<file path="config.mk">
export PLATFORM = sky130hd
export DESIGN_NAME = snd_adpcm
export DESIGN_NICKNAME = d
export VERILOG_FILES = /design/src/design/snd_pkg.sv /design/src/design/snd_adpcm.sv
export SDC_FILE = /design/constraint.sdc
export NUM_CORES = 1
export LEC_CHECK = 0
export BUFFER_PORTS_ARGS = -buffer_cell sky130_fd_sc_hd__buf_2
export CORE_MARGIN = 3
export CORE_UTILIZATION = 40
export DETAILED_ROUTE_END_ITERATION = 10
export HOLD_SLACK_MARGIN = 0.02
export PLACE_DENSITY = 0.68
export SLEW_MARGIN = 20
export SYNTH_ARGS = -nofsm -noshare
export SYNTH_HDL_FRONTEND = slang
export SYNTH_SLANG_ARGS = --single-unit
</file>
<file path="constraint.sdc">
create_clock -name clk -period 3.55 [get_ports clk]
set_input_delay 0.355 -clock clk [delete_from_list [all_inputs] [get_ports clk]]
set_output_delay 0.355 -clock clk [all_outputs]
set_load 0.01 [all_outputs]
</file>
<file path="src/design/snd_pkg.sv">
/* shared constants for the sound board: CPU address map, ROM layout and mixer gains
   ADPCM data lives above the CPU program in the one 18-bit ROM */
`default_nettype none

package snd_pkg;

    // CPU address map
    localparam int          CPU_ROM_AW = 15;          // 0000-7fff program window
    localparam int          RAM_AW     = 11;          // 2 KiB work RAM
    localparam logic [15:0] RAM_BASE   = 16'h8000;    // 8000-87ff
    localparam logic [15:0] PCM_ADDR   = 16'h9800;    // ADPCM command / status
    localparam logic [15:0] LATCH_ADDR = 16'ha000;    // main CPU latch

    // shared ROM layout
    localparam int              ROM_AW       = 18;
    localparam logic [ROM_AW-1:0] ADPCM_BASE = 18'h08000;
    localparam int              PHRASE_SHIFT = 8;     // 256 byte slot per phrase
    localparam int              PHRASE_LEN   = 16;    // bytes actually played
    localparam int              BYTE_CW      = $clog2(PHRASE_LEN);

    // mixer, gains are 4.4 fixed point
    localparam logic [7:0] FM_GAIN  = 8'h10;          // x1
    localparam logic [7:0] PCM_GAIN = 8'h20;          // x2
    localparam int         SAMPLE_W = 12;             // ADPCM output, signed

    // one CPU write to the player, two readings
    typedef struct packed {
        logic       start;      // set for play
        logic [6:0] phrase;
    } adpcm_play_t;

    typedef struct packed {
        logic       start;      // clear for control
        logic [5:0] unused;
        logic       stop;
    } adpcm_ctrl_t;

    typedef union packed {
        adpcm_play_t play;
        adpcm_ctrl_t ctrl;
    } adpcm_cmd_u;

endpackage

`default_nettype wire

</file>
<file path="src/design/snd_adpcm.sv">
/* single voice ADPCM player, simplified: each nibble is a signed delta times 16
   one nibble per cen_oki pulse, high nibble first; the nibble timer stalls on ROM waits
   a command written while a fetch is pending retargets that fetch */
`timescale 1ns/1ps
`default_nettype none

module snd_adpcm
    import snd_pkg::*;
(
    input  wire                       clk,
    input  wire                       rst_n,
    input  wire                       cen_oki,
    input  wire                       pcm_we,
    input  wire  [7:0]                cpu_dout,
    input  wire  [7:0]                pcm_rom_data,
    input  wire                       pcm_rom_ok,
    output logic                      pcm_rom_cs,
    output logic [ROM_AW-1:0]         pcm_rom_addr,
    output logic [7:0]                pcm_status,
    output logic signed [SAMPLE_W-1:0] pcm_snd
);

    adpcm_cmd_u cmd;
    logic we_l, cmd_wr;
    logic busy;
    logic [6:0] phrase_q;
    logic [BYTE_CW-1:0] byte_cnt;
    logic [7:0] byte_q;                 // current ROM byte
    logic byte_vld, nib_hi;
    logic step;
    logic signed [3:0] nib;
    logic signed [SAMPLE_W:0] acc_sum;  // one guard bit
    logic signed [SAMPLE_W-1:0] acc, acc_nx;

    assign cmd    = cpu_dout;
    assign cmd_wr = pcm_we & ~we_l;             // once per bus write
    assign step   = cen_oki & busy & byte_vld;  // no step while the byte is missing

    assign nib     = nib_hi ? byte_q[7:4] : byte_q[3:0];
    assign acc_sum = acc + (nib <<< 4);

    // clamp to the signed sample range
    always_comb begin
        if (acc_sum[SAMPLE_W] != acc_sum[SAMPLE_W-1])
            acc_nx = acc_sum[SAMPLE_W] ? {1'b1, {(SAMPLE_W-1){1'b0}}}
                                       : {1'b0, {(SAMPLE_W-1){1'b1}}};
        else
            acc_nx = acc_sum[SAMPLE_W-1:0];
    end

    always_ff @(posedge clk or negedge rst_n) begin
        if (!rst_n) begin
            we_l       <= 1'b0;
            busy       <= 1'b0;
            pcm_rom_cs <= 1'b0;
            byte_vld   <= 1'b0;
            nib_hi     <= 1'b0;
            byte_cnt   <= '0;
            phrase_q   <= '0;
            acc        <= '0;
        end else begin
            we_l <= pcm_we;
            if (pcm_rom_cs && pcm_rom_ok) begin   // byte arrived
                pcm_rom_cs <= 1'b0;
                byte_vld   <= 1'b1;
                nib_hi     <= 1'b1;
            end
            if (cmd_wr && cmd.play.start) begin
                busy       <= 1'b1;
                phrase_q   <= cmd.play.phrase;
                byte_cnt   <= '0;
                acc        <= '0;
                byte_vld   <= 1'b0;
                pcm_rom_cs <= 1'b1;               // first byte right away
            end else if (cmd_wr && cmd.ctrl.stop) begin
                busy <= 1'b0;
                acc  <= '0;                       // silence
            end else if (step) begin
                acc    <= acc_nx;
                nib_hi <= 1'b0;
                if (!nib_hi) begin                // low nibble done, byte used up
                    byte_vld <= 1'b0;
                    if (byte_cnt == BYTE_CW'(PHRASE_LEN-1)) begin
                        busy <= 1'b0;
                    end else begin
                        byte_cnt   <= byte_cnt + 1'b1;
                        pcm_rom_cs <= 1'b1;
                    end
                end
            end
        end
    end

    always_ff @(posedge clk) begin
        if (pcm_rom_cs && pcm_rom_ok) byte_q <= pcm_rom_data;
    end

    assign pcm_rom_addr = ADPCM_BASE + (ROM_AW'(phrase_q) << PHRASE_SHIFT) + ROM_AW'(byte_cnt);
    assign pcm_status   = {7'd0, busy};
    assign pcm_snd      = acc;

    a_in_phrase: assert property (@(posedge clk) disable iff (!rst_n)
        pcm_rom_cs |-> pcm_rom_addr >= ADPCM_BASE
                       && pcm_rom_addr[PHRASE_SHIFT-1:0] < PHRASE_LEN)
        else $error("ADPCM fetch outside its phrase");

endmodule

`default_nettype wire

</file>
* Yosys cells after proc, flatten, opt, wreduce, memory -nomap -nowiden
Cells that the tools add are included.
** Word-level totals
- Register bits after elaboration :: 36
- Bits of input ports :: 21
- Output and inout bits :: 39
- Word-level logic and storage cells :: 62
** Cells by class
- Add/sub/neg operators :: 4
- Equality and inequality tests :: 6
- Muxes and demuxes :: 31
- Bitwise gates (word level) :: 4
- Reduce and logical (&&, ||, !) cells :: 8
** Operators by type and width (number)
- 2-to-1 mux 12 bit :: 5
- 2-to-1 mux 4 bit :: 6
- 2-to-1 mux 1 bit :: 20
- adder 17 x 4 -> 18 bit :: 1
- adder 16 x 15 -> 17 bit, first input constant :: 1
- adder 12 x 8 -> 13 bit :: 1
- nonzero test 3 bit :: 2
- adder 4 x 1 -> 4 bit, second input constant :: 1
- equality test 4 bit, second input constant :: 1
- inequality test 2 bit, second input constant :: 2
- AND reduction 4 bit :: 1
- AND 1 bit :: 3
- logical AND 1 bit :: 3
- inequality test 3 x 1 -> 1 bit, second input constant :: 1
- AND reduction 3 bit :: 1
- inequality test 2 x 1 -> 1 bit, second input constant :: 1
- nonzero test 2 bit :: 1
- inequality test 1 bit :: 1
- inverter 1 bit :: 1

* Depth between registers and ports, before layout
- Depth after elaboration :: 7
- Gate-level depth with buffers :: 13
- Mapped depth without buffers :: 12

* Least setup slack after synthesis
Ideal clock, no wire load.
- Path kind :: register -> register
- Start point :: register nib_hi
- End point :: register acc[9] (netlist: pcm_snd[9])
- Setup time :: 0.121 ns
- Arrival :: 3.272 ns
- Required time :: 3.429 ns
- Path slack :: 0.157 ns
- Stages on the path, launching flop included :: 14
- Buffers on the path :: 1
- Period minus slack after synthesis :: 3.393 ns
- Cell sequence :: dfrtp_1 > clkbuf_1 > mux2_2 > ha_1 > fa_1 > a211oi_1 > o211ai_1 > o211a_1 > ha_1 > inv_1 > and2_1 > a31oi_4 > o31ai_1 > a22o_1
** Between the ends
- Word-level cells in the longest chain between the ends :: 7
- Elaborated cells on any way between the ends :: 8
- Classes of those cells :: add/sub: 1; eq/ne: 1; mux: 6
** Ends and longest elaborated chain
- start, declared :: line snd_adpcm.sv:29 : logic byte_vld, nib_hi;
- start signal, assigned :: line snd_adpcm.sv:57 : nib_hi <= 1'b0;
- start signal, assigned :: line snd_adpcm.sv:66 : nib_hi <= 1'b1;
- start signal, assigned :: line snd_adpcm.sv:80 : nib_hi <= 1'b0;
- 2-to-1 mux 4 bit * :: line snd_adpcm.sv:39 : assign nib = nib_hi ? byte_q[7:4] : byte_q[3:0];
- adder 12 x 8 -> 13 bit * :: line snd_adpcm.sv:40 : assign acc_sum = acc + (nib <<< 4);
- 2-to-1 mux 12 bit / inequality test 1 bit (equally long branches) :: line snd_adpcm.sv:45, snd_adpcm.sv:44
- 2-to-1 mux 12 bit * :: line snd_adpcm.sv:44 : if (acc_sum[SAMPLE_W] != acc_sum[SAMPLE_W-1])
- 2-to-1 mux 12 bit * :: line snd_adpcm.sv:78 : end else if (step) begin
- 2-to-1 mux 12 bit * :: line snd_adpcm.sv:75 : end else if (cmd_wr && cmd.ctrl.stop) begin
- 2-to-1 mux 12 bit * :: line snd_adpcm.sv:68 : if (cmd_wr && cmd.play.start) begin
- end signal, assigned :: line snd_adpcm.sv:79 : acc <= acc_nx;
- end, declared :: line snd_adpcm.sv:33 : logic signed [SAMPLE_W-1:0] acc, acc_nx;
Mark *: on every way between the ends. The rest lies on a longest branch, timed or not. The select of a mux whose other input is x is not followed.
A chain may end at the register's enable or synchronous reset.

* Final worst setup path
Ends and elaborated chain as after synthesis.

==> metrics.yaml <==
r2r_cells: 12
yosys.area_share.simple_pct: 16.02
end_kind: "flip-flop"
synth_common_cells: "dfrtp_1, nand2_1, buf_4"
vias_per_cell: 5.058
fin_area_um2: 2181
arrival_ns: 3.42
fin_skew_ns: 0.004901
required_ns: 3.72
fp.dieH_um: 74.32
async_flop_share_pct: 75.76
synth-edff-count: 8
yosysMostFrequentCell: "dfrtp_1"
rsz0062_at_grt: "false"
synth_cells: 180
num_vias: 1406
synth_top_family_by_area: "simple AND/OR/NAND/NOR gates"
worstSetupPathType: "flip-flop to flip-flop"
synth_compound_area_share_pct: 14.08
cts-buffers-inserted: 5
place_area_um2: 2071
synth_top_area_cell: "dfrtp_1"
startpoint_type: "flip-flop"
initial_core_util_pct: 42.00
port_buffers: 45
hold_viol_final: 0
max_freq_mhz: 308.0
dr.pass1.iters: 4
place.detailed.hpwl_mm: 2.861
clockBufferDepth: 2
cts_root_buf: "clkbuf_8"
grt_pass1_wl_mm: 6.092
maxCapViolations: 0
p_leak_nw: 1.098
num_antenna_cells: 0
finalSetupTns_ns: 0
reg2reg_slack_ns: 0.30
synth_top_area_share_pct: 33.51
worstMarginPinSlew_ns: 0.5807
hold_buffers: 0
synth-seq-cells: 33
synth_area_leaders: "dfrtp_1, edfxtp_1, buf_4"
ir_worst_vdd_mv: 0.3813
grtUsageTotal_pct: 14.32
areaGrowthSynthToFinish_pct: 16.82
drt_iter0_drc: 73
routed_wl_mm: 3.737
cts_tree: "done"
outcome: "finished clean"
post_cts_buffers: 0
r2r_start: "nib_hi"
wl_per_cell_um: 13.44
ys_seq_area_share_pct: 46.38
die_area_um2: 5523
core.rowCount: 24
gp_congestion: 0.8924
slew_headroom_pct: 60.87
post-route-min-period_ns: 3.247
ioPinCount: 60
drive_gt1_share_pct: 27.88
antenna_found_initial: 0
timing.final.max_slew_violations: 0
clock-sinks: 33
cp_max_fo: 6
yosys_warnings: 0
fin_crit_sh_pct: 91.46
synthMuxAreaShare_pct: 2.949
avgSynthCellArea_um2: 10.37
h-tree-depth: 2
route.detailed.drc: 0
grt_start_max_net_pins: 26
nets: 257
clkLatencyLatePin_ns: 0.28
nFillCells: 405
power_density_nw_per_um2: 907.8
path_clk_slew_ns: 0.07
core_area_um2: 4444
die_w_um: 74.32
synth.distinct_cells: 43
hold_path.class: "input pin to async pin"
grt_pass1_vias: 1340
grt_overflow: 0
setup_viol: 0
post_cts_resized: 0
synth_adder_area_share_pct: 7.775
worstReg2RegEnd: "pcm_snd[9]"
antenna_left: 0
yosys.area_share.xor_xnor_pct: 3.753
netlist_area_um2: 1867
synth_ff_type: "dfrtp_1"
critical path: stages (launching register included):
cell	delay [ns]
dfrtp_1	0.38
mux2_2	0.35
ha_1	0.20
fa_1	0.40
a211oi_1	0.36
o211ai_1	0.16
o211a_1	0.18
ha_1	0.30
inv_1	0.08
and2_1	0.17
a31oi_4	0.25
o31ai_1	0.11
a22o_1	0.18
metal layers:
metal / up-vias / GRT usage, % / routed length, µm
met1: 645 / 18.89 / 1704
li1: 699 / - / -
met5: - / 0 / 0
met4: 0 / 4.348 / 55
met3: 8 / 4.730 / 242
met2: 54 / 22.54 / 1734
area by class of cell:
class | instances | area [µm²] | share of cell area, %
Inverter | 4 | 15.01 | 0.6885
Timing Repair Buffer | 47 | 240.2 | 11.02
Tap cell | 52 | 65.06 | 2.983
Multi-Input combinational cell | 134 | 884.6 | 40.56
Clock buffer | 5 | 68.82 | 3.155
Clock inverter | 3 | 41.29 | 1.893
Sequential cell | 33 | 865.8 | 39.70
cells by family after synthesis:
logic type | after synthesis
buf+inv | 25
flops | 33
fa+ha+maj | 11
mux | 5
other cells | 2
simple gates | 57
xor+xnor | 8
compound gates | 39
worst max path at each step:
stage | to | startpoint | slack, ns
2_1_floorplan | pcm_snd[9] | nib_hi | 0.16
6_report | pcm_snd[9] | nib_hi | 0.30
3_5_place_dp | pcm_snd[9] | nib_hi | 0.34
5_1_grt | pcm_snd[9] | nib_hi | 0.13
3_3_place_gp | pcm_snd[9] | nib_hi | 0.42
4_1_cts | pcm_snd[9] | nib_hi | 0.31
state kept, by name (all words and copies together), names as in the netlist:
register and cells:
byte_cnt 4, we_l 1, phrase_q 7, pcm_snd 9, pcm_rom_cs 1, busy 1, nib_hi 1, byte_q 8
byte_vld 1
power breakdown:
group,switching [mW],internal [mW]
logic,0.598,0.486
clock network,0.141,0.207
registers,0.0740,0.475
through the flow:
stage	total power, mW	hold slack, ns	utilization [%]	cells	setup slack, ns
3_3_place_gp	1.623	0.3884	46.59	270	0.4166
5_1_grt	2.145	0.08583	49.07	278	0.1320
3_5_place_dp	1.633	0.3921	46.59	270	0.3366
6_report	1.980	0.06560	49.07	278	0.3032
2_1_floorplan	1.371	0.05941	-	192	0.1575
4_1_cts	1.990	0.07441	49.07	278	0.3088
cell usage in the layout, fill, tap and decap left out, types with 2 or more instances in the layout:
cell	netlist	layout
a211oi_1	2	2
a21o_1	2	2
a21oi_1	10	10
a22o_1	2	2
a31oi_1	4	4
and2_1	3	3
buf_2	0	45
buf_4	18	2
clkbuf_8	0	5
conb_1	2	14
dfrtp_1	25	25
edfxtp_1	8	8
ha_1	10	10
inv_1	4	4
mux2_2	4	4
nand2_1	24	24
nand2b_1	2	2
nand3_1	2	2
nand4_1	2	2
nor2_1	10	10
nor3_1	4	4
o211a_1	2	2
o211ai_1	3	3
o21ai_0	8	8
xnor2_1	5	5
xor2_1	3	3
No activity file was read; power rests on OpenSTA's default activity.
