--- config.mk ---
export PLATFORM = sky130hd
export DESIGN_NAME = snd_mixer
export DESIGN_NICKNAME = d
export VERILOG_FILES = /design/src/design/snd_pkg.sv /design/src/design/snd_mixer.sv
export SDC_FILE = /design/constraint.sdc
export NUM_CORES = 1
export LEC_CHECK = 0
export BUFFER_PORTS_ARGS = -buffer_cell sky130_fd_sc_hd__buf_2
export CORE_MARGIN = 5
export CORE_UTILIZATION = 25
export DETAILED_ROUTE_END_ITERATION = 16
export GPL_ROUTABILITY_DRIVEN = 0
export MAX_ROUTING_LAYER = met4
export SKIP_LAST_GASP = 1
export SYNTH_ARGS = -nofsm -noshare
export SYNTH_HDL_FRONTEND = slang
export SYNTH_SLANG_ARGS = --single-unit
export TNS_END_PERCENT = 30
--- constraint.sdc ---
create_clock -name clk -period 0.8 [get_ports clk]
set_input_delay 0.04 -clock clk [delete_from_list [all_inputs] [get_ports clk]]
set_output_delay 0.04 -clock clk [all_outputs]
set_load 0.03 [all_outputs]
--- src/design/snd_pkg.sv ---
/* shared constants for the sound board: CPU address map, ROM layout and mixer gains
   ADPCM data lives above the CPU program in the one 18-bit ROM */
`default_nettype none

package snd_pkg;

    // CPU address map
    localparam int          CPU_ROM_AW = 15;          // 0000-7fff program window
    localparam int          RAM_AW     = 11;          // 2 KiB work RAM
    localparam logic [15:0] RAM_BASE   = 16'h8000;    // 8000-87ff
    localparam logic [15:0] PCM_ADDR   = 16'h9800;    // ADPCM command / status
    localparam logic [15:0] LATCH_ADDR = 16'ha000;    // main CPU latch

    // shared ROM layout
    localparam int              ROM_AW       = 18;
    localparam logic [ROM_AW-1:0] ADPCM_BASE = 18'h08000;
    localparam int              PHRASE_SHIFT = 8;     // 256 byte slot per phrase
    localparam int              PHRASE_LEN   = 16;    // bytes actually played
    localparam int              BYTE_CW      = $clog2(PHRASE_LEN);

    // mixer, gains are 4.4 fixed point
    localparam logic [7:0] FM_GAIN  = 8'h10;          // x1
    localparam logic [7:0] PCM_GAIN = 8'h20;          // x2
    localparam int         SAMPLE_W = 12;             // ADPCM output, signed

    // one CPU write to the player, two readings
    typedef struct packed {
        logic       start;      // set for play
        logic [6:0] phrase;
    } adpcm_play_t;

    typedef struct packed {
        logic       start;      // clear for control
        logic [5:0] unused;
        logic       stop;
    } adpcm_ctrl_t;

    typedef union packed {
        adpcm_play_t play;
        adpcm_ctrl_t ctrl;
    } adpcm_cmd_u;

endpackage

`default_nettype wire

--- src/design/snd_mixer.sv ---
/* two channel mixer, fixed 4.4 gains from the package
   output updates one clk after cen_mix; peak flags a clamped sample */
`timescale 1ns/1ps
`default_nettype none

module snd_mixer
    import snd_pkg::*;
(
    input  wire                        clk,
    input  wire                        rst_n,
    input  wire                        cen_mix,
    input  wire  signed [15:0]         fm_snd,
    input  wire  signed [SAMPLE_W-1:0] pcm_snd,
    output logic signed [15:0]         sound,
    output logic                       sample,
    output logic                       peak
);

    logic signed [24:0] fm_prod;     // 16 x 9 bits
    logic signed [20:0] pcm_prod;    // 12 x 9 bits
    logic signed [25:0] mix_sum;

    // gains are unsigned, extend with a zero before the signed multiply
    assign fm_prod  = fm_snd * $signed({1'b0, FM_GAIN});
    assign pcm_prod = pcm_snd * $signed({1'b0, PCM_GAIN});
    assign mix_sum  = (fm_prod >>> 4) + (pcm_prod >>> 4);    // drop the fraction

    always_ff @(posedge clk or negedge rst_n) begin
        if (!rst_n) begin
            sound  <= '0;
            sample <= 1'b0;
            peak   <= 1'b0;
        end else begin
            sample <= cen_mix;    // marks the cycle with a fresh output
            if (cen_mix) begin
                if (mix_sum > 26'sd32767) begin
                    sound <= 16'sh7fff;
                    peak  <= 1'b1;
                end else if (mix_sum < -26'sd32768) begin
                    sound <= 16'sh8000;
                    peak  <= 1'b1;
                end else begin
                    sound <= mix_sum[15:0];
                    peak  <= 1'b0;
                end
            end
        end
    end

endmodule

`default_nettype wire

Word-level counts from Yosys, hierarchy flattened:

Index checks and enable logic that the tools add are counted.

* word-level logic and storage cells: 10
* flip-flop bits (word level): 18

* order comparisons: 2
* $add $sub $neg: 1
* multiplexer cells: 4

Operator list (number)
* 2-to-1 mux 16 bit: 2
* adder 16 x 13 -> 17 bit: 1
* > comparator 17 x 16 -> 1 bit (second input constant): 1
* < comparator 17 x 16 -> 1 bit (second input constant): 1
* 2-to-1 mux 1 bit: 2

Depth between registers and ports, before layout:

Gate-level depths: netlist of run 1.

* depth after elaboration: 4
* gate-level depth with buffers: 10
* mapped depth without buffers: 9

Worst setup path after synthesis of run 1:

No wires, ideal clock.

* path type: input-to-reg
* start point: input port fm_snd[1]
* end point: register sound[10]
* buffers on the path: 1
* setup slack: -1.285 ns
* stages on the path: 10
* library setup time: 0.143 ns
* data required time: 0.657 ns
* data arrival time: 1.942 ns
* path through: ha_1 -> fa_1 -> a21oi_1 -> o211ai_1 -> a22oi_2 -> or3_4 -> nand3_1 -> o21ai_4 -> buf_6 -> o22ai_2

* word-level cells in the longest chain between the ends: 4
* elaborated cells on any way between the ends: 5
* those cells by class: add/sub: 1; order compare: 2; mux: 2

RTL lines
* from (decl): line snd_mixer.sv:12 `input wire signed [15:0] fm_snd,`
* adder 16 x 13 -> 17 bit (*): line snd_mixer.sv:26 `assign mix_sum = (fm_prod >>> 4) + (pcm_prod >>> 4);`
* < comparator 17 x 16 -> 1 bit: line snd_mixer.sv:39 `end else if (mix_sum < -26'sd32768) begin`
* 2-to-1 mux 16 bit: line snd_mixer.sv:39
* 2-to-1 mux 16 bit (*): line snd_mixer.sv:36 `if (mix_sum > 26'sd32767) begin`
* to (signal assigned): line snd_mixer.sv:43 `sound <= mix_sum[15:0];`
* to (decl): line snd_mixer.sv:14 `output logic signed [15:0] sound,`

Mark *: on every way between the ends. The rest lies on a longest branch, timed or not.
A chain may end at the register's enable or synchronous reset.

Final worst setup path of run 1:

* start point: input port fm_snd[9]
* end point: register sound[11]

The elaborated chain is that of the path after synthesis.

==> flow_summary.toml, run 1 <==
[detailed_routing]
totalWireLength_um = 4610
drt-initial-drc-count = 68
wl_per_cell_um = 11.7
vias = 1776
ant_nets = 0
avgViaCountPerCell = 4.51
drt-pass1-iter-count = 4
drc = 0

[synth]
ys_types = 51
yosys.area_share.simple_pct = 18.0
yosysWarnings = 0
synth_compound_area_share_pct = 29.5
synthFlopType = "dfrtp_1"
synth_top_family_by_area = "compound AO/OA/AOI/OAI gates"
synth_xor_area_share_pct = 4.53
synth-edff-count = 0
seq_area_frac_synth_pct = 25.9
synth_seq_cells = 18
synth_fp_nets = 243
synthMuxAreaShare_pct = 1.22
synthAdderAreaFrac_pct = 11.9
syn-instance-count = 196
synth-async-reset-ratio_pct = 100
avgSynthCellArea_um2 = 8.89
syn_area_mm2 = 0.00174

[placement]
dp_hpwl_um = 3820
port_buffers = 48
dp.cells = 384

[worst_setup_path]
end_kind = "flip-flop"
critPathKind = "input port to flip-flop"
path_max_fanout = 15
cp.arrival_ns = 2.08
worstSetupStartpointType = "input port"
critPathRequiredTime_ns = 0.97

[grt]
grt_pass1_wl_um = 7920
grt_max_degree = 19
overflow = 0
antenna_found_initial = 0
grt_usage_pct = 11.1
grt_pass1_vias = 1760

[timing]
post-route-period-util_pct = 239
worst_pin_slew_ns = 0.355
min_period_ns = 1.91
finalSetupViolations = 35
relSlewSlack_pct = 75.7
fmax_mhz = 523
worst_clock_skew_ns = 0
hold_viol = 0
rsz0062_at_grt = "true"
slew_viol_final = 0
finalWorstSetupSlack_ns = -1.11

[final_layout]
drive_gt1_share_pct = 48.0
fin_cells = 394
antenna_cells = 0
syn_to_final_growth_pct = 51.7
mostFrequentLayoutCell = "buf_4"
final_cell_mix = "57 x buf_4, 48 x buf_2, 25 x nor2_1"
final_nets = 346

[power]
p_leak_nw = 1.27
power_density_mw_per_mm2 = 1700
finalPower_mw = 4.49
irDropWorstVdd_v = 0.000554

[floorplanning]
die_x_um = 93.5
placementRows = 30
core_area_mm2 = 0.00679
start_util_pct = 25.6
fp.dieH_um = 93.5
io_pins = 49
die_area_mm2 = 0.00874

[clocking]
clock-sinks = 18
clkTransAtPathRegs_ns = 0.07
clock_latency_ns = 0.25
clockBufferDepth = 2
cts_htree_levels = 1
cts_tree = "built"
numCtsBuffers = 3
cts_root_buffer = "clkbuf_8"

[run]
maxCapViolations = 0

[outcome]
outcome = "finished, violations left"
violations = "setup timing"

[hold_path]
hp-class = "input port to flip-flop"
-- sequential cells by signal, indices dropped and copies added (netlist names) --
register / flops
peak: 1
sound: 16
sample: 1
-- final cells by class --
cell class / instances / area (µm²)
clock buffer: 4 / 55.1
fill: 690 / 4150
inverter: 20 / 75.1
multi-input combinational: 147 / 1200
sequential: 18 / 450
tap: 96 / 120
timing repair buffer: 109 / 743
-- routing by layer --
layer / routed length (µm) / vias up / global-route usage, %
met2: 2110 / 43 / 17.7
met1: 2200 / 817 / 15.1
met3: 236 / 6 / 0.724
met5: 0 / - / -
li1: - / 910 / -
met4: 59 / 0 / 2.93
-- through the flow --
stage / setup TNS [ns] / utilization, % / worst slack [ns] / hold slack (ns) / instance area [µm²]
after floorplan: -18.49 / - / -1.15 / -0.256 / 1780
after CTS: -19.07 / 38.2 / -1.12 / 0.0202 / 2590
final: -18.85 / 38.9 / -1.11 / 0.0238 / 2640
after global routing: -21.97 / 38.9 / -1.26 / 0.0421 / 2640
after global placement: -24.71 / 36.5 / -1.52 / -0.0148 / 2480
after detailed placement: -25.66 / 36.5 / -1.59 / -0.0178 / 2480
-- logic make-up (layout without fill, tap and decap cells) --
| kind of cell | count (synthesis) | in the layout |
|---|---|---|
| flops | 18 | 18 |
| buf+inv | 31 | 133 |
| xor+xnor | 9 | 9 |
| simple gates | 62 | 62 |
| mux | 2 | 2 |
| fa+ha+maj | 16 | 16 |
| compound gates | 58 | 58 |
-- final timing paths --
check,start,end,slack [ns],cells after the start
setup reg to reg,peak$_DFFE_PN0P_,peak$_DFFE_PN0P_,0.07,1
min in group asynchronous,rst_n,sound[0]$_DFFE_PN0P_,0.24,2
max in group asynchronous,rst_n,sound[9]$_DFFE_PN0P_,0.28,2
setup / recovery,fm_snd[9],sound[11]$_DFFE_PN0P_,-1.11,10
hold / removal,fm_snd[0],sound[0]$_DFFE_PN0P_,0.02,3
hold reg to reg,peak$_DFFE_PN0P_,peak$_DFFE_PN0P_,0.50,1
-- synthesized netlist by cell type (2+ instances only) --
master / n / area share, %
a211o_1: 2 / 1.0
a211oi_1: 2 / 0.86
a21oi_1: 14 / 4.0
a221oi_1: 2 / 1.0
buf_2: 2 / 0.57
buf_4: 4 / 1.7
buf_6: 3 / 1.9
clkbuf_1: 2 / 0.43
dfrtp_1: 18 / 26
ha_1: 15 / 11
inv_1: 20 / 4.3
nand2_1: 10 / 2.2
nand3_1: 6 / 1.7
nand4_1: 3 / 1.1
nor2_1: 25 / 5.4
nor2b_1: 4 / 1.4
nor3_1: 7 / 2.0
o211ai_1: 2 / 0.86
o21ai_0: 4 / 1.1
o22ai_1: 2 / 0.72
o22ai_2: 12 / 8.6
xnor2_1: 5 / 2.5
xor2_1: 4 / 2.0
-- worst max-delay path: stages --
cell and delay, ns:
buf_2 0.10, ha_1 0.36, nand2_4 0.09, nor4b_4 0.34, a22oi_2 0.13, or3_4 0.39
a32oi_4 0.27, buf_12 0.17, a21oi_1 0.07, o22ai_2 0.12
-- report_power, final --
group	switching [mW]	total, mW	leakage, nW	internal, mW
logic	1.42	2.55	1.03	1.13
clock network	0.288	0.725	0.0288	0.436
registers	0.106	1.22	0.213	1.11
total	1.81	4.49	1.27	2.68
-- timing repair --
item,4_1_cts,5_1_grt
hold buffers,1,0
pin swaps,2,0
setup buffers,3,1
cloned,0,1
setup endpoints to repair,35,35
resized for setup,2,2
hold endpoints to repair,18,0
Note: power is estimated with default switching activity, not from simulation.
==> run 2: changes to the inputs <==
Settings changed: SKIP_CTS_REPAIR_TIMING set to 1.
==> flow_summary.toml, run 2 (same netlist as run 1, synthesis figures left out) <==
[detailed_routing]
avgViaCountPerCell = 4.47
drt-pass1-iter-count = 4
routed.top_layer = "met4"
totalWireLength_um = 4650
drc = 0
met1Wirelength_um = 2260
routed-wl-met3_um = 215
wl_per_cell_um = 11.8
ant_nets = 0
drt-initial-drc-count = 51
vias = 1756
wl_met2_um = 2110

[power]
power_density_mw_per_mm2 = 1690
p_leak_nw = 1.28
finalPower_mw = 4.51
irDropWorstVdd_v = 0.000555

[timing]
hold_viol = 0
fmax_mhz = 524
relSlewSlack_pct = 73.3
min_period_ns = 1.91
finalSetupViolations = 35
worst_clock_skew_ns = 0
worst_pin_slew_ns = 0.399
post-route-period-util_pct = 239
slew_viol_final = 0
finalWorstSetupSlack_ns = -1.11
rsz0062_at_grt = "true"

[hold_path]
holdPathEnd = "sound[0]$_DFFE_PN0P_"
hold_start = "fm_snd[0]"
min_path_cells = 3
hp-class = "input port to flip-flop"

[final_layout]
final_nets = 345
regMostFlops = "sound"
design_area_mm2 = 0.00267
syn_to_final_growth_pct = 53.0
drive_gt1_share_pct = 48.8
largest_registers = "sound: 16 flops, peak: 1 flops, sample: 1 flops"
fillCellCount = 692
mostFrequentLayoutCell = "buf_4"
antenna_cells = 0
largest_reg_flops = 16
fin_cells = 393
final_cell_mix = "56 x buf_4, 46 x buf_2, 25 x nor2_1"
fin_util_pct = 39.2

[run]
maxCapViolations = 0

[clocking]
clock-sinks = 18
clkTransAtPathRegs_ns = 0.07
cts_tree = "built"
clockBufferDepth = 2
cts_root_buffer = "clkbuf_8"
clock_latency_ns = 0.25
numCtsBuffers = 3
cts_htree_levels = 1

[worst_setup_path]
cp.depth = 11
critPathKind = "input port to flip-flop"
worst-r2r-cell-count = 1
r2r-end = "peak$_DFFE_PN0P_"
cp.arrival_ns = 2.05
critical_path.top_delay_family = "compound AO/OA/AOI/OAI gates"
end_kind = "flip-flop"
r2r_setup_slack_ns = 0.07
worstSetupStartpointType = "input port"
critPathRequiredTime_ns = 0.94
path_max_fanout = 3
path_cells = "buf_6 -> ha_4 -> fa_2 -> a21oi_2 -> o211ai_1 -> a22oi_2 -> nand4_1 -> buf_4 -> nand3_4 -> xnor2_1 -> mux2_2"
crit_slowest_cell = "fa_2"
critPathMaxStageDelay_ns = 0.34
crit_buf_inv = 2
reg2reg_from = "peak$_DFFE_PN0P_"

[placement]
dp_slack_ns = -1.59
placed_area_mm2 = 0.00248
dp_hpwl_um = 3820
dp.cells = 384
port_buffers = 48

[outcome]
violations = "setup timing"
outcome = "finished, violations left"

[floorplanning]
io_pins = 49
die_x_um = 93.5
fp.dieH_um = 93.5
die_area_mm2 = 0.00874
placementRows = 30
start_util_pct = 25.6
core_area_mm2 = 0.00679

[grt]
grt_usage_pct = 10.9
antenna_found_initial = 0
grt_pass1_vias = 1726
grt_max_degree = 19
grt_pass1_wl_um = 7810
overflow = 0
[run 2: worst max path at each step]
stage | startpoint | end | slack [ns]
after floorplan | fm_snd[1] | sound[4]$_DFFE_PN0P_ | -1.15
after global placement | fm_snd[1] | sound[3]$_DFFE_PN0P_ | -1.52
after detailed placement | fm_snd[1] | sound[5]$_DFFE_PN0P_ | -1.59
after CTS | fm_snd[1] | sound[5]$_DFFE_PN0P_ | -1.33
after global routing | fm_snd[1] | peak$_DFFE_PN0P_ | -1.21
final | fm_snd[1] | peak$_DFFE_PN0P_ | -1.11
[run 2: metrics by stage]
stage	TNS [ns]	hold WS, ns
3_3_place_gp	-24.71	-0.0148
3_5_place_dp	-25.66	-0.0178
6_report	-18.77	0.0464
4_1_cts	-22.27	-0.289
2_1_floorplan	-18.49	-0.256
5_1_grt	-21.21	0.0639
[run 2: area by class of cell]
cell class / count / area (µm²) / area share [%]
Multi-Input combinational cell: 147 / 1220 / 45.6
Timing Repair Buffer: 108 / 748 / 28.1
Sequential cell: 18 / 450 / 16.9
Tap cell: 96 / 120 / 4.51
Inverter: 20 / 75.1 / 2.82
Clock buffer: 4 / 55.1 / 2.07
[run 2: power breakdown]
| part | switching [mW] | internal, mW | total, mW |
|---|---|---|---|
| Clock | 0.291 | 0.436 | 0.727 |
| Combinational | 1.42 | 1.14 | 2.56 |
| Sequential | 0.106 | 1.11 | 1.21 |
[run 2: layer usage]
| layer | track usage (%) | vias to the layer above |
|---|---|---|
| met4 | 3.05 | 0 |
| met2 | 17.3 | 39 |
| met1 | 15.0 | 797 |
| met5 | - | - |
| li1 | - | 914 |
| met3 | 0.724 | 6 |
==> run 3: changes to the inputs <==
Settings changed: ABC_AREA set to 1, TNS_END_PERCENT 30 to 20.
==> flow_summary.toml, run 3 <==
[synth]
synth_commonest_cells = "114 x nand2_1, 23 x inv_1, 18 x dfrtp_1"
yosysTopAreaCellShare_pct = 26.8
yosysWarnings = 0
synthFlopType = "dfrtp_1"
synth_area_leader_cell = "dfrtp_1"
syn_area_mm2 = 0.00168
syn-instance-count = 255
synth-async-reset-ratio_pct = 100
avgSynthCellArea_um2 = 6.59
synth_seq_cells = 18
post-synth-top-count-cell = "nand2_1"
synth_fp_nets = 302
ys_types = 26
synth.area.top_cells = "dfrtp_1 27%, nand2_1 25%, ha_1 11%"
seq_area_frac_synth_pct = 26.8
synth-edff-count = 0

[clocking]
cts_htree_levels = 1
numCtsBuffers = 3
cts_root_buffer = "clkbuf_8"
clock_latency_ns = 0.25
clock-sinks = 18
clkTransAtPathRegs_ns = 0.07
clockBufferDepth = 2
cts_tree = "built"

[placement]
dp_hpwl_um = 3680
port_buffers = 48
placed_area_mm2 = 0.00226
dp.cells = 411

[timing]
post-route-period-util_pct = 186
relSlewSlack_pct = 68.1
hold_viol = 1
worst_pin_slew_ns = 0.478
slew_viol_final = 0
worst_clock_skew_ns = 0
min_period_ns = 1.49
fmax_mhz = 672
finalWorstSetupSlack_ns = -0.689
finalSetupViolations = 35
rsz0062_at_grt = "true"
hold_ws_ns = -0.0567

[worst_setup_path]
critPathCapture = "sound[10]$_DFFE_PN0P_"
worst-r2r-cell-count = 2
crit_path_frequent_cell = "nand2_1"
path_max_fanout = 5
critPathMaxStageDelay_ns = 0.33
r2r_setup_slack_ns = 0.14
end_kind = "flip-flop"
reg2reg_from = "peak$_DFFE_PN0P_"
critical_path.top_delay_family = "simple AND/OR/NAND/NOR gates"
cp.depth = 15
crit_start = "pcm_snd[0]"
crit_buf_inv = 2
critPathKind = "input port to flip-flop"
crit_slowest_cell = "fa_2"
critPathRequiredTime_ns = 0.99
r2r-end = "peak$_DFFE_PN0P_"
worstSetupStartpointType = "input port"
path_cells = "buf_6 -> ha_4 -> fa_2 -> nand2_1 -> nand2_1 -> nand3b_1 -> nand2_2 -> nand2_4 -> nand2_4 -> nand2_4 -> nand4_1 -> buf_4 -> nand2_1 -> nand2_1 -> nand2_1"
cp.arrival_ns = 1.68

[detailed_routing]
avgViaCountPerCell = 4.34
drt-pass1-iter-count = 4
wl_per_cell_um = 11.5
totalWireLength_um = 4790
vias = 1814
ant_nets = 0
drc = 0
drt-initial-drc-count = 65

[grt]
grt_max_degree = 19
grt_usage_pct = 11.0
overflow = 0
grt_pass1_wl_um = 7580
grt_pass1_vias = 1767
antenna_found_initial = 0

[final_layout]
fillCellCount = 674
seq_area_um2 = 450
largest_reg_flops = 16
final_cell_mix = "99 x nand2_1, 46 x buf_2, 37 x buf_4"
regMostFlops = "sound"
fin_cells = 418
antenna_cells = 0
mostFrequentLayoutCell = "nand2_1"
drive_gt1_share_pct = 43.1
design_area_mm2 = 0.00264
final_nets = 390
largest_registers = "sound: 16 flops, peak: 1 flops, sample: 1 flops"
syn_to_final_growth_pct = 57.0
multi_input_area_mm2 = 0.00141

[outcome]
outcome = "finished, violations left"
violations = "hold timing, setup timing"

[power]
finalPower_mw = 4.29
power_density_mw_per_mm2 = 1630
p_leak_nw = 1.44
irDropWorstVdd_v = 0.000741

[hold_path]
min_path_cells = 1
hp-class = "input port to flip-flop"

[floorplanning]
core_area_mm2 = 0.00646
io_pins = 49
die_x_um = 92.0
die_area_mm2 = 0.00847
fp.dieH_um = 92.0
start_util_pct = 26.0
placementRows = 29

[run]
maxCapViolations = 0
run 3: layer usage:
layer / global-route usage [%] / wire length, µm / vias to the layer above
li1: - / - / 971
met1: 13.5 / 2250 / 803
met2: 19.3 / 2340 / 38
met3: 2.37 / 195 / 2
met4: 0.743 / 12 / 0
met5: - / 0 / -
run 3: per-stage QoR:
step | setup TNS [ns] | utilization, % | setup slack [ns] | hold WS, ns
detailed placement | -16.39 | 34.9 | -1.01 | -0.00324
floorplan | -12.37 | - | -0.816 | -0.256
CTS | -12.90 | 35.6 | -0.729 | -0.282
global route | -14.11 | 40.9 | -0.799 | -0.0503
global placement | -15.77 | 34.9 | -0.965 | -0.0131
finish | -11.74 | 40.9 | -0.689 | -0.0567
run 3: how the worst min path moves through the flow:
stage | from | end
3_5_place_dp | rst_n | sound[3]$_DFFE_PN0P_
2_1_floorplan | rst_n | peak$_DFFE_PN0P_
4_1_cts | rst_n | sound[7]$_DFFE_PN0P_
6_report | cen_mix | sample$_DFF_PN0_
5_1_grt | cen_mix | sample$_DFF_PN0_
3_3_place_gp | rst_n | sound[2]$_DFFE_PN0P_
run 3: cell type report:
type / count / share of cell area (%)
clock buffer: 3 / 1.56
inverter: 24 / 3.41
multi-input combinational: 209 / 53.4
sequential: 18 / 17.1
tap: 77 / 3.65
timing repair buffer: 87 / 20.9
run 3: report_power, final:
group | internal (mW) | switching (mW)
combinational | 0.991 | 1.47
clock | 0.335 | 0.301
sequential | 1.10 | 0.100
run 3: cells by family (layout without fill, tap and decap cells):
| group | after synthesis | in the layout | share of synthesized area, % |
|---|---|---|---|
| XOR/XNOR | 8 | 8 | 4.17 |
| AO/OA/AOI/OAI | 12 | 12 | 3.87 |
| AND/OR/NAND/NOR | 172 | 173 | 44.6 |
| adder cells (fa/ha/maj) | 16 | 16 | 12.4 |
| flip-flops | 18 | 18 | 26.8 |
| buffers and inverters | 29 | 114 | 8.18 |
run 3: worst register-to-register path, cell delays in order, from the launching register on:
cell     delay (ns)
dfrtp_1        0.39
nor2_1         0.12
nor2_2         0.05
