==> config.mk <==
export PLATFORM = sky130hd
export DESIGN_NAME = snd_rom_arb
export DESIGN_NICKNAME = d
export VERILOG_FILES = /design/src/design/snd_pkg.sv /design/src/design/snd_rom_arb.sv
export SDC_FILE = /design/constraint.sdc
export NUM_CORES = 1
export LEC_CHECK = 0
export BUFFER_PORTS_ARGS = -buffer_cell sky130_fd_sc_hd__buf_2
export CAP_MARGIN = 20
export CORE_MARGIN = 2
export CORE_UTILIZATION = 29
export CTS_BUF_LIST = sky130_fd_sc_hd__clkbuf_8 sky130_fd_sc_hd__clkbuf_16
export DETAILED_ROUTE_END_ITERATION = 16
export PLACE_DENSITY_LB_ADDON = 0.15
export SLEW_MARGIN = 20
export SYNTH_ARGS = -nofsm -noshare
export SYNTH_HDL_FRONTEND = slang
export SYNTH_SLANG_ARGS = --single-unit
==> constraint.sdc <==
create_clock -name clk -period 2.35 [get_ports clk]
set_clock_uncertainty 0.1 [all_clocks]
set_input_delay 0.235 -clock clk [delete_from_list [all_inputs] [get_ports clk]]
set_output_delay 0.235 -clock clk [all_outputs]
set_load 0.01 [all_outputs]
==> src/design/snd_pkg.sv <==
/* shared constants for the sound board: CPU address map, ROM layout and mixer gains
   ADPCM data lives above the CPU program in the one 18-bit ROM */
`default_nettype none

package snd_pkg;

    // CPU address map
    localparam int          CPU_ROM_AW = 15;          // 0000-7fff program window
    localparam int          RAM_AW     = 11;          // 2 KiB work RAM
    localparam logic [15:0] RAM_BASE   = 16'h8000;    // 8000-87ff
    localparam logic [15:0] PCM_ADDR   = 16'h9800;    // ADPCM command / status
    localparam logic [15:0] LATCH_ADDR = 16'ha000;    // main CPU latch

    // shared ROM layout
    localparam int              ROM_AW       = 18;
    localparam logic [ROM_AW-1:0] ADPCM_BASE = 18'h08000;
    localparam int              PHRASE_SHIFT = 8;     // 256 byte slot per phrase
    localparam int              PHRASE_LEN   = 16;    // bytes actually played
    localparam int              BYTE_CW      = $clog2(PHRASE_LEN);

    // mixer, gains are 4.4 fixed point
    localparam logic [7:0] FM_GAIN  = 8'h10;          // x1
    localparam logic [7:0] PCM_GAIN = 8'h20;          // x2
    localparam int         SAMPLE_W = 12;             // ADPCM output, signed

    // one CPU write to the player, two readings
    typedef struct packed {
        logic       start;      // set for play
        logic [6:0] phrase;
    } adpcm_play_t;

    typedef struct packed {
        logic       start;      // clear for control
        logic [5:0] unused;
        logic       stop;
    } adpcm_ctrl_t;

    typedef union packed {
        adpcm_play_t play;
        adpcm_ctrl_t ctrl;
    } adpcm_cmd_u;

endpackage

`default_nettype wire

==> src/design/snd_rom_arb.sv <==
/* shares the single ROM port between CPU fetch and ADPCM fetch
   CPU wins when the port is idle; the owner keeps it until its cs drops
   a requester that is not granted just sees its ok low */
`timescale 1ns/1ps
`default_nettype none

module snd_rom_arb
    import snd_pkg::*;
(
    input  wire               clk,
    input  wire               rst_n,
    input  wire               cpu_rom_cs,
    input  wire  [14:0]       cpu_rom_addr,
    input  wire               pcm_rom_cs,
    input  wire  [ROM_AW-1:0] pcm_rom_addr,
    input  wire  [ 7:0]       rom_data,
    input  wire               rom_ok,
    output logic [ 7:0]       cpu_rom_data,
    output logic              cpu_rom_ok,
    output logic [ 7:0]       pcm_rom_data,
    output logic              pcm_rom_ok,
    output logic [ROM_AW-1:0] rom_addr,
    output logic              rom_cs
);

    logic gnt_cpu, gnt_pcm;    // both low = idle
    logic free;

    // port is free when idle or when the owner has dropped its request
    assign free = (~gnt_cpu | ~cpu_rom_cs) & (~gnt_pcm | ~pcm_rom_cs);

    always_ff @(posedge clk or negedge rst_n) begin
        if (!rst_n) begin
            gnt_cpu <= 1'b0;
            gnt_pcm <= 1'b0;
        end else if (free) begin
            gnt_cpu <= cpu_rom_cs;                  // fixed priority
            gnt_pcm <= ~cpu_rom_cs & pcm_rom_cs;
        end
    end

    assign rom_cs   = (gnt_cpu & cpu_rom_cs) | (gnt_pcm & pcm_rom_cs);
    assign rom_addr = gnt_pcm ? pcm_rom_addr : ROM_AW'(cpu_rom_addr);  // CPU window at 0

    assign cpu_rom_ok   = gnt_cpu & cpu_rom_cs & rom_ok;
    assign pcm_rom_ok   = gnt_pcm & pcm_rom_cs & rom_ok;
    assign cpu_rom_data = rom_data;   // only meaningful with its ok
    assign pcm_rom_data = rom_data;

    // a pending access must finish on the same owner
    a_gnt_hold: assert property (@(posedge clk) disable iff (!rst_n)
        rom_cs && !rom_ok |=> $stable({gnt_cpu, gnt_pcm}))
        else $error("ROM grant moved during a pending access");

endmodule

`default_nettype wire

* Word level (Yosys, flattened, before mapping)
Index checks and enable logic that the tools add are counted.
Widths: inputs -> output; s select.
** Word-level totals
- Register bits after elaboration :: 2
- Bits of input ports :: 46
- Logic and storage cells :: 16
** Cells by class
- Muxes and demuxes :: 1
- Bitwise operators :: 13
** Operators by type and width (number)
- $mux 18 :: 1
- $and 1x1->1 :: 6
- $not 1->1 :: 4
- $or 1x1->1 :: 3

* Longest topological paths before layout
Gate-level depths: netlist (run 1).
- Word-level depth :: 3
- Gate-level depth with buffers :: 3
- Gate-level depth less buffers :: 2

* Least setup slack after synthesis (run 1)
OpenSTA, ideal clock, no wires.
- Kind :: register to output
- Start :: register gnt_pcm
- End :: output port rom_addr[0]
- Arrival :: 0.862 ns
- Slack :: 1.153 ns
- Cell stages (with the launch flop) :: 3
- Buffers on the path :: 1
- Path through :: dfrtp_1 buf_6 mux2_4
** Between the ends
- Word-level cells in the longest chain between the ends :: 1
** Ends and longest elaborated chain
- start: declaration :: RTL line snd_rom_arb.sv:26 : logic gnt_cpu, gnt_pcm;
- start signal: assignment :: RTL line snd_rom_arb.sv:38 : gnt_pcm <= ~cpu_rom_cs & pcm_rom_cs;
- $mux 18 :: RTL line snd_rom_arb.sv:43 : assign rom_addr = gnt_pcm ? pcm_rom_addr : ROM_AW'(cpu_rom_addr);
- end: declaration :: RTL line snd_rom_arb.sv:22 : output logic [ROM_AW-1:0] rom_addr,
Every way passes these cells.

* Final worst setup path (run 1)
- Start :: register gnt_pcm
- End :: output port rom_addr[2]
Same word-level chain as after synthesis.

==> summary.txt, run 1 <==
Status
  • Run status: finished clean

Timing
  • Finish-stage setup viols: 0
  • Slew at the pin with the worst max-slew slack: 0.319 ns
  • Period utilization: 0.724
  • Period minus WS final: roughly 1.7 ns
  • RSZ-0062 raised after global routing: no
  • Final hold vios: 0
  • Fmax: a little under 600 MHz
  • Min Hold Slack: about 0.16 ns
  • Setup TNS: 0 ns
  • Worst rel slew slack: 0.787
  • Slew Limit Fails: 0

Finish
  • Ant. Diodes: 0
  • Share of layout cells above drive strength 1: 0.848
  • Area delta synth->final: 48.8%
  • Fill cell count: 153
  • Layout Nets: between 100 and 150

Synthesis
  • Top cell type by total area after synthesis: mux2_4
  • Synth warn: 0
  • Synth cell types: 9
  • Synth top area share: 0.491
  • Register bit total from synthesis: 2
  • Post-Synthesis Cell Area: between 400 and 500 um^2
  • Synthesized Nets: between 90 and 100
  • Synth top cells by count: 16 x buf_4, 16 x mux2_4, 3 x and2_1, 3 x nand2_1
  • Asr flop ratio synth: 1.00
  • Main flop type after synthesis: dfrtp_1
  • Sequential share of the synthesized area: 0.102
  • Gate Count Post-Synth: between 40 and 50
  • Avg Cell Area, Syn: 10.4 um^2
  • Most area-consuming cells after synthesis: mux2_4 49%, buf_4 25%, dfrtp_1 10%
  • Post-synth EDFFs: 0

Routing
  • Met1 wire length: between 200 and 300 um
  • Via Count: 464
  • Wire per inst: about 9.8 um
  • Antenna Violating Nets Remaining: 0
  • Vias per inst: roughly 4.3
  • Final WL: 1060 um
  • DR WL met2: 576 um
  • Drt first pass iters: 2
  • Iter 0 DRT Violations: 2
  • Max Used Layer: met4
  • WL met3: between 150 and 200 um
  • Drt drc: 0

GRT
  • Vias in the first global route: 400
  • Grt ovf: 0
  • First-pass GRT wire length: around 1500 um
  • Total track usage: 0.101
  • Pin count of the biggest net entering global routing: 14
  • Initial antenna violation count: 0

Clock network
  • CTS-repair resized insts: 0
  • Num CTS Buffers: 3
  • Clock transition at path regs: approximately 0.030 ns
  • CTS max path bufs: 2
  • Root buffer cell: clkbuf_8
  • CTS tree: built
  • CTS sink count: 2
  • Worst-skew pair later-pin latency: 0.21 ns
  • H-tree depth: 1
  • Setup bufs post-CTS: 0

Power and ir drop
  • Peak VDD IR: ~0.35 mV
  • Total power: roughly 340 uW
  • Power per Cell Area: around 470 nW/um^2
  • Lkg Pwr: about 0.00046 uW

Place
  • PortBufs: 58
  • Gp weighted congestion: 0.664
  • DP HPWL: 936 um

Critical path
  • Startpoint Class: flip-flop
  • CP Class: reg -> out
  • Worst setup EP type: output port
  • R2R setup slack: between 1 and 1.5 ns
  • Critical Path RT: around 2.0 ns
  • Arr. time, crit path: about 1.4 ns
  • CP Max Fanout: 13

Floorplanning
  • DIE HEIGHT: approximately 45 um
  • Die width: approximately 45 um
  • Top Ports: a little over 80
  • Initial core utilization: 0.317
  • Core area: roughly 1500 um^2
  • Die area: between 2000 and 2500 um^2
  • Site Rows: 14

Run
  • Max-Cap Viols: 0

Hold path
  • Worst hold path type: in -> reg
==> placed cells by master (no fill, tap or decap), drive strengths merged <==
cell type / instances
and3: 2
buf: 59
a21oi: 2
dlygate4sd3: 1
inv: 1
and2: 3
mux2: 16
dfrtp: 2
nand2: 3
clkbuf: 3
==> sequential cells by signal, indices dropped and copies added (netlist names) <==
| register | count |
|---|---|
| gnt_cpu | 1 |
| gnt_pcm | 1 |
==> power by group <==
group | switching (uW) | internal, uW | total [uW]
combinational | 59.3 | 102 | 161
sequential | 6.58 | 38.2 | 44.8
clock | 24.8 | 108 | 133
total | 90.6 | 248 | 339
==> cells by family (layout without fill, tap and decap cells) <==
logic type	after synthesis	after routing	share of synthesized area
AND/OR/NAND/NOR	8	8	0.0870
buffers and inverters	19	64	0.299
flip-flops	2	2	0.102
AO/OA/AOI/OAI	2	2	0.0205
multiplexers	16	16	0.491
==> worst max-delay path, stage by stage, from the launching register on <==
cell,delay (ns)
dfrtp_1,0.51
buf_12,0.20
mux2_4,0.30
buf_2,0.14
==> area by class of cell <==
class                   instances  area [um^2]  share of cell area
flip-flops and latches          2         50.0              0.0687
multi-input cells              26          293               0.402
inverters                       1         3.75             0.00515
repair buffers                 60          320               0.440
well taps                      16         20.0              0.0275
clock buffers                   3         41.3              0.0567
==> path summary, 6_finish.rpt <==
path,from,endpoint,cells after the start
max in group asynchronous,rst_n,gnt_pcm,2
worst max-delay path,gnt_pcm,rom_addr[2],3
worst min-delay path,cpu_rom_cs,gnt_pcm,2
min in group asynchronous,rst_n,gnt_cpu,2
worst max register to register,gnt_pcm,gnt_cpu,2
worst min register to register,gnt_cpu,gnt_cpu,1
==> routing by layer <==
metal / vias to the layer above / track usage
met3: 2 / 0.0160
met4: 0 / 0.0882
met5: - / 0
met1: 198 / 0.0803
li1: 232 / -
met2: 32 / 0.203
==> what timing repair did <==
item | in CTS | in global routing
hold buffers | 1 | 0
setup endpoints to repair | 0 | 0
endpoints found under the hold margin | 2 | 0
==> per-stage QoR <==
stage,worst slack (ns),cells,util,instance area [um^2]
CTS,0.627,108,0.472,728
global placement,0.858,104,0.439,677
finish,0.649,108,0.472,728
floorplan,1.15,47,-,489
global route,0.578,108,0.472,728
detailed placement,0.846,104,0.439,677
No activity file was read; power rests on OpenSTA's default activity.
==> run 2, diff against run 1 <==
--- a/config.mk
+++ b/config.mk
@@ -5,10 +5,11 @@
 export SDC_FILE = /design/constraint.sdc
 export NUM_CORES = 1
 export LEC_CHECK = 0
+export ABC_AREA = 1
 export BUFFER_PORTS_ARGS = -buffer_cell sky130_fd_sc_hd__buf_2
 export CAP_MARGIN = 20
 export CORE_MARGIN = 2
-export CORE_UTILIZATION = 29
+export CORE_UTILIZATION = 25
 export CTS_BUF_LIST = sky130_fd_sc_hd__clkbuf_8 sky130_fd_sc_hd__clkbuf_16
 export DETAILED_ROUTE_END_ITERATION = 16
 export PLACE_DENSITY_LB_ADDON = 0.15
==> constraint.sdc (replaced) <==
create_clock -name clk -period 1.6 [get_ports clk]
set_clock_uncertainty 0.1 [all_clocks]
set_input_delay 0.16 -clock clk [delete_from_list [all_inputs] [get_ports clk]]
set_output_delay 0.16 -clock clk [all_outputs]
set_load 0.01 [all_outputs]
==> summary.txt, run 2 <==
Status
  • Run status: finished clean

Clock network
  • Post-CTS Hold Fix Bufs: 1 (unchanged)
  • Num CTS Buffers: 3 (unchanged)
  • Root buffer cell: clkbuf_8
  • H-tree depth: 1 (unchanged)
  • Setup bufs post-CTS: 0 (unchanged)
  • CTS max path bufs: 2 (unchanged)
  • CTS sink count: 2 (unchanged)
  • Worst-skew pair later-pin latency: 0.21 ns (about the same)
  • CTS tree: built
  • CTS-repair resized insts: 0 (unchanged)
  • Clock transition at path regs: 0.03 ns (about the same)

Synthesis
  • Gate Count Post-Synth: 87 (+85%)
  • Post-synth EDFFs: 0 (unchanged)
  • Synth cell types: 10 (+1)
  • Asr flop ratio synth: 1.00 (unchanged)
  • Synth warn: 0 (unchanged)
  • Sequential share of the synthesized area: 0.112 (+0.0101)
  • Count leader, synth: nand2_1
  • Register bit total from synthesis: 2 (unchanged)
  • Most area-consuming cells after synthesis: nand2_1 46%, buf_4 29%, dfrtp_1 11%
  • Avg Cell Area, Syn: 5.12 um^2 (-51%)
  • Synth top area share: 0.463 (-0.0276)
  • Synthesized Nets: 133 (+43%)
  • Top cell type by total area after synthesis: nand2_1
  • Main flop type after synthesis: dfrtp_1
  • Post-Synthesis Cell Area: 445 um^2 (-9.0%)
  • Synth top cells by count: 55 x nand2_1, 17 x buf_4, 6 x inv_1

Place
  • Pre-CTS WS: 0.463 ns (-0.383 ns)
  • DP HPWL: 979 um (+4.6%)
  • Placed cell count: 153 (+47%)
  • Gp weighted congestion: 0.572 (-14%)
  • PortBufs: 58 (unchanged)
  • Placed inst area: 638 um^2 (-5.7%)

Routing
  • Antenna Violating Nets Remaining: 0 (unchanged)
  • Iter 0 DRT Violations: 5 (+3)
  • Via Count: 603 (+30%)
  • Wire per inst: 7.72 um (-21%)
  • Drt first pass iters: 2 (unchanged)
  • Drt drc: 0 (unchanged)
  • Final WL: 1210 um (+15%)
  • Vias per inst: 3.84 (-11%)

Critical path
  • Crit-path cells: inv_2 > nand2_1 > nand2_1 > buf_2
  • R2r worst-path depth: 4 (+2)
  • CP Class: reg -> out
  • CP Capture Point: rom_addr[9]
  • Slowest-stage cell, CP: dfrtp_1
  • Arr. time, crit path: 1.08 ns (-0.29 ns)
  • Reg-to-Reg Start: gnt_pcm
  • CP Max Fanout: 16 (+3)
  • Worst setup EP type: output port
  • CP Launch Point: gnt_pcm
  • Most used cell, CP: nand2_1
  • Critical Path RT: 1.34 ns (-0.68 ns)
  • Startpoint Class: flip-flop
  • R2R setup slack: 0.61 ns (-0.54 ns)
  • Max incr delay on CP: 0.39 ns (-0.12 ns)
  • Reg-to-Reg End: gnt_pcm

Finish
  • Commonest non-fill, non-tap cell in the layout: buf_2
  • Non-filler cells, final: 157 (+45%)
  • Ant. Diodes: 0 (unchanged)
  • Area delta synth->final: 54.8%
  • Biggest registers after layout: gnt_cpu: 1 flops, gnt_pcm: 1 flops
  • Most frequent cells in the layout: 58 x buf_2, 55 x nand2_1, 6 x inv_1
  • Layout Nets: 180 (+29%)
  • Share of layout cells above drive strength 1: 0.492 (-0.355)
  • Final instance area: 689 um^2 (-5.3%)

Floorplanning
  • DIE HEIGHT: 46.2 um (+2.5%)
  • Die width: 46.2 um (+2.5%)
  • Initial core utilization: 0.261 (-0.0566)
  • Site Rows: 15 (+1)
  • Die area: 2140 um^2 (+5.1%)
  • Top Ports: 83 (unchanged)
  • Core area: 1710 um^2 (+11%)

GRT
  • Initial antenna violation count: 0 (unchanged)
  • Grt ovf: 0 (unchanged)
  • Vias in the first global route: 399 (-0.25%)
  • Total track usage: 0.0941 (-0.00705)
  • First-pass GRT wire length: 1480 um (-3.1%)
  • Pin count of the biggest net entering global routing: 17 (+3)

Power and ir drop
  • Power per Cell Area: 689 nW/um^2 (+48%)
  • Peak VDD IR: 0.503 mV (+43%)
  • Total power: 475 uW (+40%)
  • Lkg Pwr: 0.000510 uW (+11%)

Timing
  • Worst rel slew slack: 0.834 (+0.0471)
  • Final hold vios: 0 (unchanged)
  • Finish-stage setup viols: 0 (unchanged)
  • Slew Limit Fails: 0 (unchanged)
  • Setup TNS: 0 ns (unchanged)
  • Fmax: between 700 and 800 MHz
  • Slew at the pin with the worst max-slew slack: 0.248 ns (-0.0710 ns)
  • RSZ-0062 raised after global routing: no
  • Period utilization: 0.838
  • Period minus WS final: approximately 1.3 ns
  • Worst setup margin: 0.259 ns (-0.390 ns)

Run
  • Max-Cap Viols: 0 (unchanged)

Hold path
  • Worst hold path type: in -> reg
[run 2: cell count changes in the layout (fill, tap and decap cells not counted), moves of 3 or more]
| cell | change |
|---|---|
| inv_1 | +5 |
| and2_1 | -3 |
| mux2_4 | -16 |
| nand2_1 | +52 |
[run 2: cells by family after synthesis]
logic type	share of synthesized area
and+or+nand+nor	0.506
buffers and inverters	0.382
DFF	0.112
[run 2: worst max-delay path, delay by kind of cell (launching register included)]
| kind | cells | cell delay, ns |
|---|---|---|
| flip-flops | 1 | 0.39 |
| AND/OR/NAND/NOR | 2 | 0.15 |
| buffers and inverters | 2 | 0.33 |
[run 2: worst min path at each step]
stage / from / endpoint / cells after the start
2_1_floorplan: rst_n / gnt_cpu / 0
3_3_place_gp: rst_n / gnt_cpu / 1
3_5_place_dp: rst_n / gnt_cpu / 1
4_1_cts: cpu_rom_cs / gnt_cpu / 3
5_1_grt: cpu_rom_cs / gnt_cpu / 3
6_report: cpu_rom_cs / gnt_cpu / 3
[run 2: power by group]
group / internal (uW) / switching (uW)
registers: 56.2 / 3.55
clock network: 159 / 36.8
logic: 103 / 117
[run 2: layout make-up]
class	count	area, um^2
timing repair buffer	61	315
sequential	2	50.0
tap	25	31.3
inverter	7	26.3
multi-input combinational	59	225
fill	184	1020
clock buffer	3	41.3
[run 2: metrics by stage]
step | hold slack (ns) | utilization
finish | 0.0899 | 0.404
global route | 0.106 | 0.404
floorplan | -0.236 | -
global placement | -0.151 | 0.374
detailed placement | -0.153 | 0.374
CTS | 0.0796 | 0.404
[run 2: routing by layer]
| metal | global-route usage | vias up | share of wire |
|---|---|---|---|
| met1 | 0.0979 | 242 | 0.39 |
| met5 | 0 | - | 0 |
| met2 | 0.172 | 35 | 0.50 |
| met4 | 0.0514 | 0 | 0 |
| met3 | 0.0196 | 0 | 0.11 |
| li1 | - | 326 | - |
==> run 3, diff against run 2 <==
--- a/config.mk
+++ b/config.mk
@@ -8,8 +8,9 @@
 export ABC_AREA = 1
 export BUFFER_PORTS_ARGS = -buffer_cell sky130_fd_sc_hd__buf_2
 export CAP_MARGIN = 20
+export CORE_ASPECT_RATIO = 0.7
 export CORE_MARGIN = 2
-export CORE_UTILIZATION = 25
+export CORE_UTILIZATION = 23
 export CTS_BUF_LIST = sky130_fd_sc_hd__clkbuf_8 sky130_fd_sc_hd__clkbuf_16
 export DETAILED_ROUTE_END_ITERATION = 16
 export PLACE_DENSITY_LB_ADDON = 0.15
==> constraint.sdc (replaced) <==
create_clock -name clk -period 1.2 [get_ports clk]
set_clock_uncertainty 0.1 [all_clocks]
set_input_delay 0.12 -clock clk [delete_from_list [all_inputs] [get_ports clk]]
set_output_delay 0.12 -clock clk [all_outputs]
set_load 0.01 [all_outputs]
==> summary.txt, run 3 (synthesis gave the netlist of run 2 again) <==
Power and ir drop
  • Power per Cell Area: 912 nW/um^2 (+32%)
  • Peak VDD IR: 0.484 mV (-3.8%)
  • Lkg Pwr: 0.000522 uW (+2.4%)

Routing
  • Final WL: 1260 um (+4.1%)
  • Via Count: 595 (-1.3%)
  • Iter 0 DRT Violations: 9 (+4)
  • Vias per inst: 3.84 (about the same)
  • Antenna Violating Nets Remaining: 0 (unchanged)
  • Drt first pass iters: 4 (+2)
  • Wire per inst: 8.14 um (+5.5%)
  • Drt drc: 0 (unchanged)

GRT
  • Pin count of the biggest net entering global routing: 17 (unchanged)
  • Initial antenna violation count: 0 (unchanged)
  • Total track usage: 0.0983 (+0.00420)
  • Vias in the first global route: 401 (+0.50%)
  • First-pass GRT wire length: 1610 um (+8.4%)
  • Grt ovf: 0 (unchanged)

Finish
  • Share of layout cells above drive strength 1: 0.534 (+0.0414)
  • Ant. Diodes: 0 (unchanged)
  • Final instance area: 722 um^2 (+4.7%)
  • Biggest registers after layout: gnt_cpu: 1 flops, gnt_pcm: 1 flops
  • Most frequent cells in the layout: 58 x buf_2, 51 x nand2_1, 6 x inv_1
  • Layout Nets: 181 (+0.56%)
  • Commonest non-fill, non-tap cell in the layout: buf_2
  • Area delta synth->final: 62.1%

Timing
  • Fmax: roughly 800 MHz
  • Period utilization: 1.04
  • Worst setup margin: -0.0513 ns (-0.310 ns)
  • Worst rel slew slack: 0.918 (+0.0836)
  • Final hold vios: 0 (unchanged)
  • Slew Limit Fails: 0 (unchanged)
  • Setup TNS: -0.817 ns (-0.817 ns)
  • Period minus WS final: roughly 1.3 ns
  • Finish-stage setup viols: 20 (+20)
  • RSZ-0062 raised after global routing: yes
  • Slew at the pin with the worst max-slew slack: 0.123 ns (-0.125 ns)

Clock network
  • H-tree depth: 1 (unchanged)
  • Num CTS Buffers: 3 (unchanged)
  • Clock transition at path regs: 0.03 ns (about the same)
  • CTS max path bufs: 2 (unchanged)
  • Worst-skew pair later-pin latency: 0.21 ns (about the same)
  • Root buffer cell: clkbuf_8
  • CTS tree: built
  • CTS sink count: 2 (unchanged)

Critical path
  • CP Class: reg -> out
  • Arr. time, crit path: 1.03 ns (-0.05 ns)
  • R2R setup slack: 0.15 ns (-0.46 ns)
  • R2r worst-path depth: 5 (+1)
  • Critical Path RT: 0.98 ns (-0.36 ns)
  • Worst setup EP type: output port
  • Reg-to-Reg Start: gnt_pcm
  • Startpoint Class: flip-flop
  • Reg-to-Reg End: gnt_cpu
  • CP Max Fanout: 13 (-3)

Floorplanning
  • DIE HEIGHT: 40.8 um (-12%)
  • Die area: 2310 um^2 (+8.2%)
  • Core area: 1840 um^2 (+7.6%)
  • Site Rows: 13 (-2)
  • Die width: 56.6 um (+22%)
  • Initial core utilization: 0.242 (-0.0185)
  • Top Ports: 83 (unchanged)

Run
  • Max-Cap Viols: 0 (unchanged)

Place
  • Placed inst area: 634 um^2 (-0.59%)
  • PortBufs: 58 (unchanged)
  • Gp weighted congestion: 0.691 (+21%)
  • DP HPWL: 1020 um (+4.3%)

Hold path
  • Hold Path Sink: gnt_cpu
  • Worst hold path type: in -> reg
  • Worst Hold Depth: 3 (unchanged)
  • HP Start: cpu_rom_cs

Status
  • Run status: finished, violations left
  • Failing checks: setup timing
-- run 3: cell types whose count changed in the layout (fill, tap and decap cells not counted) --
cell,before,now
nand2_1,55,51
nand2_2,1,4
buf_6,0,2
buf_4,2,1
clkinv_4,0,1
dfrtp_1,2,1
dfrtp_2,0,1
inv_2,1,0
nand2_4,0,1
-- run 3: area by class of cell --
type / count / area [um^2]
Timing Repair Buffer: 62 / 330
Tap cell: 22 / 27.5
Sequential cell: 2 / 51.3
Fill cell: 206 / 1120
Inverter: 7 / 31.3
Multi-Input combinational cell: 59 / 240
Clock buffer: 3 / 41.3
-- run 3: stage by stage --
step	instances	power [uW]	hold WS, ns	utilization	worst slack (ns)
floorplan	87	291	-0.276	-	0.247
global placement	150	374	-0.193	0.345	0.129
detailed placement	150	375	-0.191	0.345	0.109
CTS	155	665	0.0549	0.385	-0.0812
global route	155	718	0.0700	0.393	-0.113
finish	155	658	0.0561	0.393	-0.0513
-- run 3: repair_timing --
| action | 4_1_cts | 5_1_grt |
|---|---|---|
| buffers inserted | 1 | 0 |
| hold endpoints to repair | 2 | 0 |
| hold buffers | 1 | 0 |
| gates resized for setup | 4 | 7 |
| endpoints found under the setup margin | 20 | 20 |
-- run 3: metal layers --
| layer | routed length (um) | global-route usage |
|---|---|---|
| met5 | 0 | 0 |
| met4 | 6 | 0.119 |
| met3 | 119 | 0.0347 |
| met2 | 639 | 0.157 |
| met1 | 497 | 0.0994 |
-- run 3: worst max path at each step --
stage	end	slack, ns	start	cells past startpoint
after floorplan	rom_addr[10]	0.25	gnt_pcm	4
after global placement	rom_addr[2]	0.13	gnt_pcm	4
after detailed placement	rom_addr[9]	0.11	gnt_pcm	4
after CTS	rom_addr[10]	-0.08	gnt_pcm	4
after global routing	rom_addr[14]	-0.11	gnt_pcm	4
final	rom_addr[7]	-0.05	gnt_pcm	4
-- run 3: worst max-delay path, cell delays in order, from the launching register on --
cell,delay (ns)
dfrtp_2,0.43
buf_6,0.16
nand2_1,0.06
nand2_1,0.05
buf_2,0.13
-- run 3: report_power, final --
part / internal, uW / switching (uW) / total [uW]
logic: 148 / 163 / 310
clock network: 212 / 51.9 / 264
registers: 75.6 / 8.02 / 83.6
total: 436 / 222 / 658
